[src/hostTapPkg.sv]
// Shared widths, tags and encodings for the host-interface tap
// Compile this package first; every other file refers to it by scoped name
`default_nettype none

package hostTapPkg;

    // Cache-line address and one write beat of data
    localparam int lineAddrWidth = 32;
    localparam int lineDataWidth = 128;

    // Request metadata carried on writes and echoed back on responses
    localparam int mdataWidth = 16;

    // Payload of one MMIO read response from the AFU
    localparam int mmioDataWidth = 64;

    // APB register port, byte addressed
    localparam int apbAddrWidth = 8;
    localparam int apbDataWidth = 32;

    // Every write the tap generates carries this tag so its response can be dropped
    localparam logic [mdataWidth-1:0] tapWriteTag = 16'hFFFF;

    // Identifier placed at the DSM base once the base becomes valid
    localparam logic [lineDataWidth-1:0] afuId = 128'h5037b187_e5614ca2_ad5b2f6b_f7c4d5a2;

    // Write request opcodes
    typedef enum logic [1:0] {
        eReqWrLineI = 2'd0,
        eReqWrLineM = 2'd1,
        eReqWrFence = 2'd2
    } tReqType;

    // Write channel response opcodes
    typedef enum logic {
        eRspWrLine  = 1'b0,
        eRspWrFence = 1'b1
    } tRspType;

    // Packet length, encoded as the number of beats minus one
    typedef enum logic [1:0] {
        eLen1 = 2'd0,
        eLen2 = 2'd1,
        eLen4 = 2'd3
    } tBeatLen;

    // CSR index, taken from paddr[3:2]
    typedef enum logic [1:0] {
        eCsrDsmBase = 2'd0,
        eCsrCtrl    = 2'd1
    } tCsrReg;

endpackage

`default_nettype wire
[src/hostTapTop.sv]
// Top level of the host tap: APB registers, the write-channel tap and the
// packet tracker that watches what the tap sends to the platform
`timescale 1ns/100ps
`default_nettype none

module hostTapTop
(
    input  logic                                  clk,
    input  logic                                  reset,

    // APB register port
    input  logic                                  psel,
    input  logic                                  penable,
    input  logic                                  pwrite,
    input  logic [hostTapPkg::apbAddrWidth-1:0]   paddr,
    input  logic [hostTapPkg::apbDataWidth-1:0]   pwdata,
    output logic [hostTapPkg::apbDataWidth-1:0]   prdata,
    output logic                                  pready,
    output logic                                  pslverr,

    // AFU side
    input  logic                                  afuC1TxValid,
    input  hostTapPkg::tReqType                   afuC1TxType,
    input  logic [hostTapPkg::lineAddrWidth-1:0]  afuC1TxAddr,
    input  logic [hostTapPkg::mdataWidth-1:0]     afuC1TxMdata,
    input  logic [hostTapPkg::lineDataWidth-1:0]  afuC1TxData,
    input  logic                                  afuC1TxSop,
    input  hostTapPkg::tBeatLen                   afuC1TxLen,
    output logic                                  afuC1TxAlmFull,
    output logic                                  afuC1RxValid,
    output hostTapPkg::tRspType                   afuC1RxType,
    output logic [hostTapPkg::mdataWidth-1:0]     afuC1RxMdata,
    input  logic                                  afuMmioRspValid,
    input  logic [hostTapPkg::mmioDataWidth-1:0]  afuMmioRspData,

    // Platform side
    output logic                                  fiuC1TxValid,
    output hostTapPkg::tReqType                   fiuC1TxType,
    output logic [hostTapPkg::lineAddrWidth-1:0]  fiuC1TxAddr,
    output logic [hostTapPkg::mdataWidth-1:0]     fiuC1TxMdata,
    output logic [hostTapPkg::lineDataWidth-1:0]  fiuC1TxData,
    output logic                                  fiuC1TxSop,
    output hostTapPkg::tBeatLen                   fiuC1TxLen,
    input  logic                                  fiuC1TxAlmFull,
    input  logic                                  fiuC1RxValid,
    input  hostTapPkg::tRspType                   fiuC1RxType,
    input  logic [hostTapPkg::mdataWidth-1:0]     fiuC1RxMdata
);

    logic [hostTapPkg::lineAddrWidth-1:0] dsmBase;
    logic                                 dsmBaseValid;
    logic                                 packetActive;

    tapCsr csr
    (
        .clk, .reset,
        .psel, .penable, .pwrite, .paddr, .pwdata, .prdata, .pready, .pslverr,
        .dsmBase, .dsmBaseValid
    );

    fiuTap tap
    (
        .clk, .reset,
        .dsmBase, .dsmBaseValid, .packetActive,
        .afuC1TxValid, .afuC1TxType, .afuC1TxAddr, .afuC1TxMdata,
        .afuC1TxData, .afuC1TxSop, .afuC1TxLen, .afuC1TxAlmFull,
        .fiuC1TxValid, .fiuC1TxType, .fiuC1TxAddr, .fiuC1TxMdata,
        .fiuC1TxData, .fiuC1TxSop, .fiuC1TxLen, .fiuC1TxAlmFull,
        .fiuC1RxValid, .fiuC1RxType, .fiuC1RxMdata,
        .afuC1RxValid, .afuC1RxType, .afuC1RxMdata,
        .afuMmioRspValid, .afuMmioRspData
    );

    // Tracks the merged stream, so injected beats are counted as well
    writePacketTracker tracker
    (
        .clk, .reset,
        .c1TxValid    (fiuC1TxValid),
        .c1TxSop      (fiuC1TxSop),
        .c1TxLen      (fiuC1TxLen),
        .packetActive (packetActive)
    );

endmodule

`default_nettype wire

[src/fiuTap.sv]
// Sits on the write channel between AFU and platform. AFU writes pass straight
// through; in free cycles it injects the AFU-ID and buffered MMIO read
// responses into the DSM, and it hides the responses to its own writes
`timescale 1ns/100ps
`default_nettype none

module fiuTap
(
    input  logic                                  clk,
    input  logic                                  reset,

    // Configuration from the CSR block and packet state from the tracker
    input  logic [hostTapPkg::lineAddrWidth-1:0]  dsmBase,
    input  logic                                  dsmBaseValid,
    input  logic                                  packetActive,

    // Write requests from the AFU
    input  logic                                  afuC1TxValid,
    input  hostTapPkg::tReqType                   afuC1TxType,
    input  logic [hostTapPkg::lineAddrWidth-1:0]  afuC1TxAddr,
    input  logic [hostTapPkg::mdataWidth-1:0]     afuC1TxMdata,
    input  logic [hostTapPkg::lineDataWidth-1:0]  afuC1TxData,
    input  logic                                  afuC1TxSop,
    input  hostTapPkg::tBeatLen                   afuC1TxLen,
    output logic                                  afuC1TxAlmFull,

    // Write requests toward the platform
    output logic                                  fiuC1TxValid,
    output hostTapPkg::tReqType                   fiuC1TxType,
    output logic [hostTapPkg::lineAddrWidth-1:0]  fiuC1TxAddr,
    output logic [hostTapPkg::mdataWidth-1:0]     fiuC1TxMdata,
    output logic [hostTapPkg::lineDataWidth-1:0]  fiuC1TxData,
    output logic                                  fiuC1TxSop,
    output hostTapPkg::tBeatLen                   fiuC1TxLen,
    input  logic                                  fiuC1TxAlmFull,

    // Write responses from the platform and on to the AFU
    input  logic                                  fiuC1RxValid,
    input  hostTapPkg::tRspType                   fiuC1RxType,
    input  logic [hostTapPkg::mdataWidth-1:0]     fiuC1RxMdata,
    output logic                                  afuC1RxValid,
    output hostTapPkg::tRspType                   afuC1RxType,
    output logic [hostTapPkg::mdataWidth-1:0]     afuC1RxMdata,

    // MMIO read response pulse from the AFU
    input  logic                                  afuMmioRspValid,
    input  logic [hostTapPkg::mmioDataWidth-1:0]  afuMmioRspData
);

    localparam int padWidth = hostTapPkg::lineDataWidth - hostTapPkg::mmioDataWidth - 1;

    logic                                 didAfuIdWrite;
    logic                                 mmioBufValid;
    logic [hostTapPkg::mmioDataWidth-1:0] mmioBufData;
    logic                                 slotFree;
    logic                                 injectAfuId;
    logic                                 injectMmio;

    // A slot is free when the platform accepts writes, the AFU is quiet and
    // no multi-beat packet is half way through
    assign slotFree = dsmBaseValid && !fiuC1TxAlmFull && !afuC1TxValid && !packetActive;

    // The AFU-ID goes first; MMIO responses wait until it has been written
    assign injectAfuId = slotFree && !didAfuIdWrite;
    assign injectMmio  = slotFree && didAfuIdWrite && mmioBufValid;

    // Almost-full is shared; the tap never needs its own headroom
    assign afuC1TxAlmFull = fiuC1TxAlmFull;

    always_comb
    begin
        // AFU traffic by default
        fiuC1TxValid = afuC1TxValid;
        fiuC1TxType  = afuC1TxType;
        fiuC1TxAddr  = afuC1TxAddr;
        fiuC1TxMdata = afuC1TxMdata;
        fiuC1TxData  = afuC1TxData;
        fiuC1TxSop   = afuC1TxSop;
        fiuC1TxLen   = afuC1TxLen;

        if (injectAfuId || injectMmio)
        begin
            // Injected writes are always single-beat and tagged
            fiuC1TxValid = 1'b1;
            fiuC1TxType  = hostTapPkg::eReqWrLineI;
            fiuC1TxMdata = hostTapPkg::tapWriteTag;
            fiuC1TxSop   = 1'b1;
            fiuC1TxLen   = hostTapPkg::eLen1;

            if (injectAfuId)
            begin
                fiuC1TxAddr = dsmBase;
                fiuC1TxData = hostTapPkg::afuId;
            end
            else
            begin
                // DSM line 1 holds the response in the low bits and bit 64 marks it written
                fiuC1TxAddr = dsmBase + hostTapPkg::lineAddrWidth'(1);
                fiuC1TxData = {{padWidth{1'b0}}, 1'b1, mmioBufData};
            end
        end
    end

    // Responses pass through except write-line completions of our own writes
    assign afuC1RxType  = fiuC1RxType;
    assign afuC1RxMdata = fiuC1RxMdata;
    assign afuC1RxValid = fiuC1RxValid &&
                          !((fiuC1RxType == hostTapPkg::eRspWrLine) &&
                            (fiuC1RxMdata == hostTapPkg::tapWriteTag));

    // Dropping the valid flag arms a fresh AFU-ID write for the next base
    always_ff @(posedge clk)
    begin
        if (reset || !dsmBaseValid)
            didAfuIdWrite <= 1'b0;
        else if (injectAfuId)
            didAfuIdWrite <= 1'b1;
    end

    // One-deep MMIO response buffer; a pulse that arrives while full is lost
    always_ff @(posedge clk)
    begin
        if (reset)
            mmioBufValid <= 1'b0;
        else if (injectMmio)
            mmioBufValid <= 1'b0;
        else if (afuMmioRspValid)
            mmioBufValid <= 1'b1;
    end

    always_ff @(posedge clk)
    begin
        if (!mmioBufValid && afuMmioRspValid)
            mmioBufData <= afuMmioRspData;
    end

endmodule

`default_nettype wire

[src/tapCsr.sv]
// APB register block for the tap: DSM base line address and its valid flag
// Offset 0 holds the base address, offset 4 bit 0 holds the valid flag
`timescale 1ns/100ps
`default_nettype none

module tapCsr
(
    input  logic                                clk,
    input  logic                                reset,
    input  logic                                psel,
    input  logic                                penable,
    input  logic                                pwrite,
    input  logic [hostTapPkg::apbAddrWidth-1:0] paddr,
    input  logic [hostTapPkg::apbDataWidth-1:0] pwdata,
    output logic [hostTapPkg::apbDataWidth-1:0] prdata,
    output logic                                pready,
    output logic                                pslverr,
    output logic [hostTapPkg::lineAddrWidth-1:0] dsmBase,
    output logic                                dsmBaseValid
);

    hostTapPkg::tCsrReg regSel;
    logic               regHit;
    logic               accessPhase;

    // Register index sits in bits 3:2; anything above must be zero for a hit
    assign regSel = hostTapPkg::tCsrReg'(paddr[3:2]);
    assign regHit = (paddr[hostTapPkg::apbAddrWidth-1:4] == '0) &&
                    ((regSel == hostTapPkg::eCsrDsmBase) ||
                     (regSel == hostTapPkg::eCsrCtrl));

    assign accessPhase = psel && penable;

    // No wait states
    assign pready = 1'b1;

    // Error only in the access phase of an unmapped address
    assign pslverr = accessPhase && !regHit;

    // Writes land on the access-phase clock edge
    always_ff @(posedge clk)
    begin
        if (reset)
        begin
            dsmBase      <= '0;
            dsmBaseValid <= 1'b0;
        end
        else if (accessPhase && pwrite && regHit)
        begin
            if (regSel == hostTapPkg::eCsrDsmBase)
                dsmBase <= pwdata[hostTapPkg::lineAddrWidth-1:0];
            else
                dsmBaseValid <= pwdata[0];
        end
    end

    // Read mux; unmapped offsets read as zero
    always_comb
    begin
        prdata = '0;
        if (regHit)
        begin
            if (regSel == hostTapPkg::eCsrDsmBase)
                prdata[hostTapPkg::lineAddrWidth-1:0] = dsmBase;
            else
                prdata[0] = dsmBaseValid;
        end
    end

endmodule

`default_nettype wire

[src/writePacketTracker.sv]
// Watches the platform-side write channel and reports when a multi-beat
// packet is still open, so that nothing gets inserted between its beats
`timescale 1ns/100ps
`default_nettype none

module writePacketTracker
(
    input  logic                clk,
    input  logic                reset,
    input  logic                c1TxValid,
    input  logic                c1TxSop,
    input  hostTapPkg::tBeatLen c1TxLen,
    output logic                packetActive
);

    // Beats still owed by the current packet, zero when no packet is open
    logic [1:0] beatsLeft;

    always_ff @(posedge clk)
    begin
        if (reset)
        begin
            beatsLeft <= 2'd0;
        end
        else if (c1TxValid && c1TxSop)
        begin
            // The first beat is on the wire now; the rest are still to come
            case (c1TxLen)
                hostTapPkg::eLen2: beatsLeft <= 2'd1;
                hostTapPkg::eLen4: beatsLeft <= 2'd3;
                default:           beatsLeft <= 2'd0;
            endcase
        end
        else if (c1TxValid && (beatsLeft != 2'd0))
        begin
            // A continuation beat
            beatsLeft <= beatsLeft - 2'd1;
        end
    end

    // Low on the Sop beat itself and for single-beat packets
    assign packetActive = (beatsLeft != 2'd0);

endmodule

`default_nettype wire

[config.mk]
export PLATFORM = sky130hd
export DESIGN_NAME = hostTapTop
export DESIGN_NICKNAME = d
export VERILOG_FILES = /design/src/hostTapPkg.sv /design/src/hostTapTop.sv /design/src/fiuTap.sv /design/src/tapCsr.sv /design/src/writePacketTracker.sv
export SDC_FILE = /design/constraint.sdc
export NUM_CORES = 1
export LEC_CHECK = 0
export ABC_AREA = 1
export BUFFER_PORTS_ARGS = -buffer_cell sky130_fd_sc_hd__buf_4
export CAP_MARGIN = 20
export CORE_AREA = 8 8 209 211
export CTS_BUF_LIST = sky130_fd_sc_hd__clkbuf_16
export CTS_CLUSTER_SIZE = 10
export DETAILED_ROUTE_END_ITERATION = 6
export DIE_AREA = 0 0 217 219
export SKIP_CTS_REPAIR_TIMING = 1
export SKIP_LAST_GASP = 1
export SYNTH_ARGS = -nofsm -noshare
export SYNTH_HDL_FRONTEND = slang
export SYNTH_HIERARCHICAL = 1
export SYNTH_SLANG_ARGS = --single-unit
[constraint.sdc]
create_clock -name clk -period 3.8 [get_ports clk]
set_clock_uncertainty 0.05 [all_clocks]
set_input_delay 0.76 -clock clk [delete_from_list [all_inputs] [get_ports clk]]
set_output_delay 0.76 -clock clk [all_outputs]
set_load 0.01 [all_outputs]
==> results.cfg, run 1 <==
[logic_synthesis]
synth_area_mm2 = 0.007244
yosysSeqAreaShare = 0.3675
yosysUniqueCellTypes = 36
post-synth-top-count-cell = nand2_1
synth_nets = 1417
synth_area_leader_cell = edfxtp_1
synthesis.instances = 1104
ys_ff_latch = 101
async_reset_ff_frac = 0
postSynthAreaPerCell_um2 = 6.562
ys_top_cells_by_area = edfxtp_1 (27%), nand2_1 (18%), dfxtp_1 (10%)
synth-warning-count = 6
netlist.area_leader.share = 0.2653
dominantRegCellSynth = edfxtp_1
synth_edf_count = 64
synthTopCellsByCount = nand2_1 (351), inv_1 (180), nor2_1 (116)

[setup_path]
crit_type = reg2out
path_delay_family = simple AND/OR/NAND/NOR gates
start_kind = flip-flop
cp.required_ps = 2990
cpMostUsedCell = nand2_1
cp-startpoint = tracker/beatsLeft[1]
crit_slowest_cell = dfxtp_1
end_kind = output pin
crit_fanout = 24
slowest_delay_ps = 310
r2r-start = tracker/beatsLeft[1]
path_buf_inv = 4
critPathArrivalTime_ps = 2680
path_cells = bufinv_8 > ha_1 > inv_1 > nor2_1 > nand3_4 > buf_4 > nand2_1 > nor2_2 > xor2_1 > nand2_1 > nand2_1 > buf_4

[clocking]
cts_tree = yes
clock_latency_ps = 370
clk_path_buf_depth = 2
htree_levels = 3
cts_buffers = 9
numClockSinks = 101
cts-root-buf = clkbuf_16
cts.clk_slew.worst_paths_ps = 80

[grt]
globalRoute.totalOverflow = 0
antenna_found_initial = 1
grt_usage = 0.1574
grt_pass1_vias = 8850
grt_max_degree = 94
grt_pass1_wl_um = 56990

[pwr]
ir_drop_mv = 0.1947
power.switching_uw = 798.2
p_sw_frac = 0.2720
seq_power_share = 0.418
leakage_nw = 6.175
combPwrFrac = 0.248
p_clk_frac = 0.333
powerDensity_mw_per_mm2 = 244.9
internal_power_mw = 2.136
power_mw = 2.935

[worst_hold_path]
hold_class = reg2reg
min_from = csr/dsmBaseValid

[layout]
final_cells = 2127
syn2layout_area_growth_pct = 65.39
stdcell_area_mm2 = 0.01198
nets = 1903
n_antenna_cell = 0
drive_gt1_frac = 0.3881

[floorplanning]
num_rows = 74
die_y_um = 219
core_area_mm2 = 0.04037
ios = 546
die_area_mm2 = 0.04752
initial_core_util = 0.1795
die_width_um = 217

[route]
drtIter0Drc = 542
wl_per_cell_um = 18.99
dr.pass1.iters = 6
ant_nets = 0
via_per_inst = 4.258
via_count = 9056
drc = 0
wirelength_um = 40400

[placement]
io_buffer_count = 542
placed_cell_area_mm2 = 0.01168
dp_cells = 2111
dp_hpwl_um = 33300
gp_congestion = 0.9250

[timing]
fin_setup_tns_ps = 0
slew_violations = 0
fin_crit_sh = 0.9175
max_freq_mhz = 286.8
final-hold-violation-count = 0
slew_headroom = 0.2667
period_minus_slack_ps = 3486
rsz0062_at_grt = false
hold_ws_ps = 474.3
worst-slew-pin-transition_ps = 1099
setup_violations = 0

[outcome]
outcome = finished, final reports clean

[run]
max_cap_violations = 0
layout by cell type, fill, tap and decap left out, types with 2 or more instances in the layout:
cell	instances
o21bai_1	4
inv_2	9
a21oi_1	43
inv_1	181
nor2_1	115
dfxtp_1	37
clkinvlp_4	2
a32o_1	26
clkbuf_16	9
or2_2	16
buf_4	555
o21ai_1	12
nor3_1	33
ha_1	2
nand3_1	54
buf_12	2
nand3_4	2
nor2_2	8
nand2_1	351
or2_1	2
xor2_1	6
clkinv_2	2
nand4_1	39
edfxtp_1	64
nor2_4	4
nand2_2	4
metal layers:
layer	wire length [um]	track usage
met4	1242	0.06199
met5	11	0
met1	15420	0.1789
met2	20480	0.2786
met3	3249	0.04131
area by class of cell:
class	count	area (um2)
fill	4415	28390
timing repair buffer	558	4218
multi-input combinational	729	3405
sequential	101	2663
inverter	191	732.0
tap	532	665.6
clock buffer	9	225.2
clock inverter	7	73.82
kinds of logic after synthesis:
kind of cell	synth area share
AOI/OAI and AO/OA	0.08377
and+or+nand+nor	0.3722
xor gates and xnor gates	0.007254
buffers and inverters	0.1653
DFF	0.3675
adders and majority gates	0.003454
other	0.0005176
power by group through the flow:
stage / clock network [mW] / registers [mW] / logic, mW
2_1_floorplan: 0 / 1.25 / 0.245
3_3_place_gp: 0 / 1.25 / 0.732
3_5_place_dp: 0 / 1.25 / 0.737
4_1_cts: 1.02 / 1.23 / 0.740
5_1_grt: 1.05 / 1.23 / 0.784
6_report: 0.978 / 1.23 / 0.729
path summary, 6_finish.rpt:
check        depth (start not counted)                    to  slack, ps
max                                 12       fiuC1TxAddr[14]        310
min reg2reg                          2     tap/didAfuIdWrite        470
max reg2reg                         15  tracker/beatsLeft[0]       1450
min                                  2     tap/didAfuIdWrite        470
worst min-delay path: cells and delay by family, from the launching register on:
family                 cells  cell delay (ps)
AO/OA/AOI/OAI              1               50
buffers and inverters      1              100
flip-flops                 1              330
registers in the layout, summed over array words and instances, names as in the netlist:
name               flops
tap/mmioBufData       64
csr/dsmBase           32
csr/dsmBaseValid       1
tap/mmioBufValid       1
tracker/beatsLeft      2
tap/didAfuIdWrite      1
per-stage QoR:
step	worst slack, ps	util
after detailed placement	414.1	0.2893
after global placement	453.5	0.2893
after floorplan	872.4	-
final	313.7	0.2968
after global routing	110.0	0.2968
after CTS	127.1	0.2967
No activity file was read; power rests on OpenSTA's default activity.
==> run 2: changes to the inputs <==
==> constraint.sdc (replaced) <==
create_clock -name clk -period 3.2 [get_ports clk]
set_clock_uncertainty 0.05 [all_clocks]
set_input_delay 0.64 -clock clk [delete_from_list [all_inputs] [get_ports clk]]
set_output_delay 0.64 -clock clk [all_outputs]
set_load 0.01 [all_outputs]
==> results.cfg, run 2 (synthesized netlist as in run 1, its figures left out) <==
[outcome]
outcome = finished, final reports clean

[timing]
rsz0062_at_grt = true
slew_violations = 0
period_minus_slack_ps = 3092
fin_crit_sh = 0.9663
worst-slew-pin-transition_ps = 625.4
slew_headroom = 0.5825
setup_violations = 0
max_freq_mhz = 323.4
hold_ws_ps = 387.3
final-hold-violation-count = 0

[layout]
nets = 1916
stdcell_area_mm2 = 0.01229
postLayoutCoreUtil = 0.3045
syn2layout_area_growth_pct = 69.67
reg_top3 = tap/mmioBufData x64, csr/dsmBase x32, tracker/beatsLeft x2
drive_gt1_frac = 0.3983
largest_reg_flops = 64
largest-register = tap/mmioBufData
final_common_cell = buf_4
layout_common_cells = buf_4 (555), nand2_1 (350), inv_1 (180), nor2_1 (114), edfxtp_1 (64)
fillers = 4411

[route]
via_per_inst = 4.298
ant_nets = 0
dr.pass1.iters = 5
wirelength_um = 41210
via_count = 9201
drc = 0
wl_per_cell_um = 19.25
drtIter0Drc = 634

[grt]
grt_pass1_wl_um = 57260
antenna_found_initial = 3
use_met2 = 0.2778
grt_max_degree = 109
grt_use_met1 = 0.1764
globalRoute.totalOverflow = 0
grt_usage = 0.1587
grt_pass1_vias = 9094
grtUsageMet3 = 0.04791
grt.busiest_layer = met2

[setup_path]
cp.required_ps = 2510
reg2reg_depth = 14
end_kind = output pin
crit_type = reg2out
start_kind = flip-flop
cp-startpoint = tracker/beatsLeft[1]
critPathArrivalTime_ps = 2400
r2r_setup_slack_ps = 850
crit_fanout = 21
regToRegEndpoint = tracker/beatsLeft[1]
r2r-start = tracker/beatsLeft[1]

[pwr]
p_clk_frac = 0.332
power.switching_uw = 942.0
internal_power_mw = 2.546
seq_power_share = 0.418
p_sw_frac = 0.2700
ir_drop_mv = 0.2604
combPwrFrac = 0.250
leakage_nw = 6.295
powerDensity_mw_per_mm2 = 283.8

[placement]
io_buffer_count = 542
gp_congestion = 0.9356
dp_hpwl_um = 33550
placed_cell_area_mm2 = 0.01174

[clocking]
numClockSinks = 101
cts-root-buf = clkbuf_16
htree_levels = 3
clock_latency_ps = 370
cts_buffers = 9
cts.clk_slew.worst_paths_ps = 80
clk_path_buf_depth = 2
cts_tree = yes

[floorplanning]
num_rows = 74
initial_core_util = 0.1795
core_area_mm2 = 0.04037
die_area_mm2 = 0.04752
ios = 546
die_y_um = 219
die_width_um = 217

[worst_hold_path]
min_from = afuMmioRspData[31]
hold_class = in2reg
min_path_cells = 1
whs_endpoint = tap/mmioBufData[31]

[run]
max_cap_violations = 0
## run 2: critical path, cell delays in order, from the launching register on
cell and delay [ps]:
dfxtp_2 320, bufinv_8 170, ha_2 170, inv_1 60, nor2_2 60, nand3_4 110, inv_4 60, nor2_4 170
clkinv_4 140, clkbuf_16 220, nor2_1 320, buf_4 230
## run 2: power by group through the flow
| stage | clock network, mW | registers [mW] | logic, mW |
|---|---|---|---|
| 2_1_floorplan | 0 | 1.48 | 0.291 |
| 3_3_place_gp | 0 | 1.49 | 0.869 |
| 3_5_place_dp | 0 | 1.49 | 0.873 |
| 4_1_cts | 1.21 | 1.46 | 0.876 |
| 5_1_grt | 1.25 | 1.46 | 0.940 |
| 6_report | 1.16 | 1.46 | 0.873 |
## run 2: worst max path at each step
stage / to / slack [ps]
floorplan: tap/mmioBufData[0] / 390
global placement: fiuC1TxAddr[22] / 220
detailed placement: fiuC1TxAddr[14] / 180
CTS: fiuC1TxAddr[14] / -220
global route: fiuC1TxAddr[30] / -40
finish: fiuC1TxLen[0] / 110
## run 2: area by class of cell
type	instances	area [um2]	area share
repair buffers	571	4478	0.3643
multi-input cells	729	3443	0.2801
flip-flops and latches	101	2664	0.2167
inverters	191	739.5	0.06016
well taps	532	665.6	0.05415
clock buffers	9	225.2	0.01832
clock inverters	6	71.32	0.005802
diodes	2	5.005	0.0004072
## run 2: routing by layer
| metal | vias up | part of all wire | routed length (um) |
|---|---|---|---|
| li1 | 4435 | - | - |
| met1 | 4300 | 0.37 | 15290 |
| met2 | 416 | 0.51 | 20870 |
| met3 | 48 | 0.086 | 3535 |
| met4 | 2 | 0.037 | 1507 |
| met5 | - | 0.00024 | 10 |
## run 2: stage by stage
stage | cells | total power [mW] | worst slack (ps) | TNS [ps]
3_5_place_dp | 2112 | 2.361 | 181.8 | 0
3_3_place_gp | 2112 | 2.355 | 220.4 | 0
4_1_cts | 2127 | 3.544 | -220.6 | -1063
5_1_grt | 2141 | 3.655 | -41.86 | -126.5
6_report | 2141 | 3.488 | 107.9 | 0
2_1_floorplan | 1104 | 1.775 | 392.4 | 0
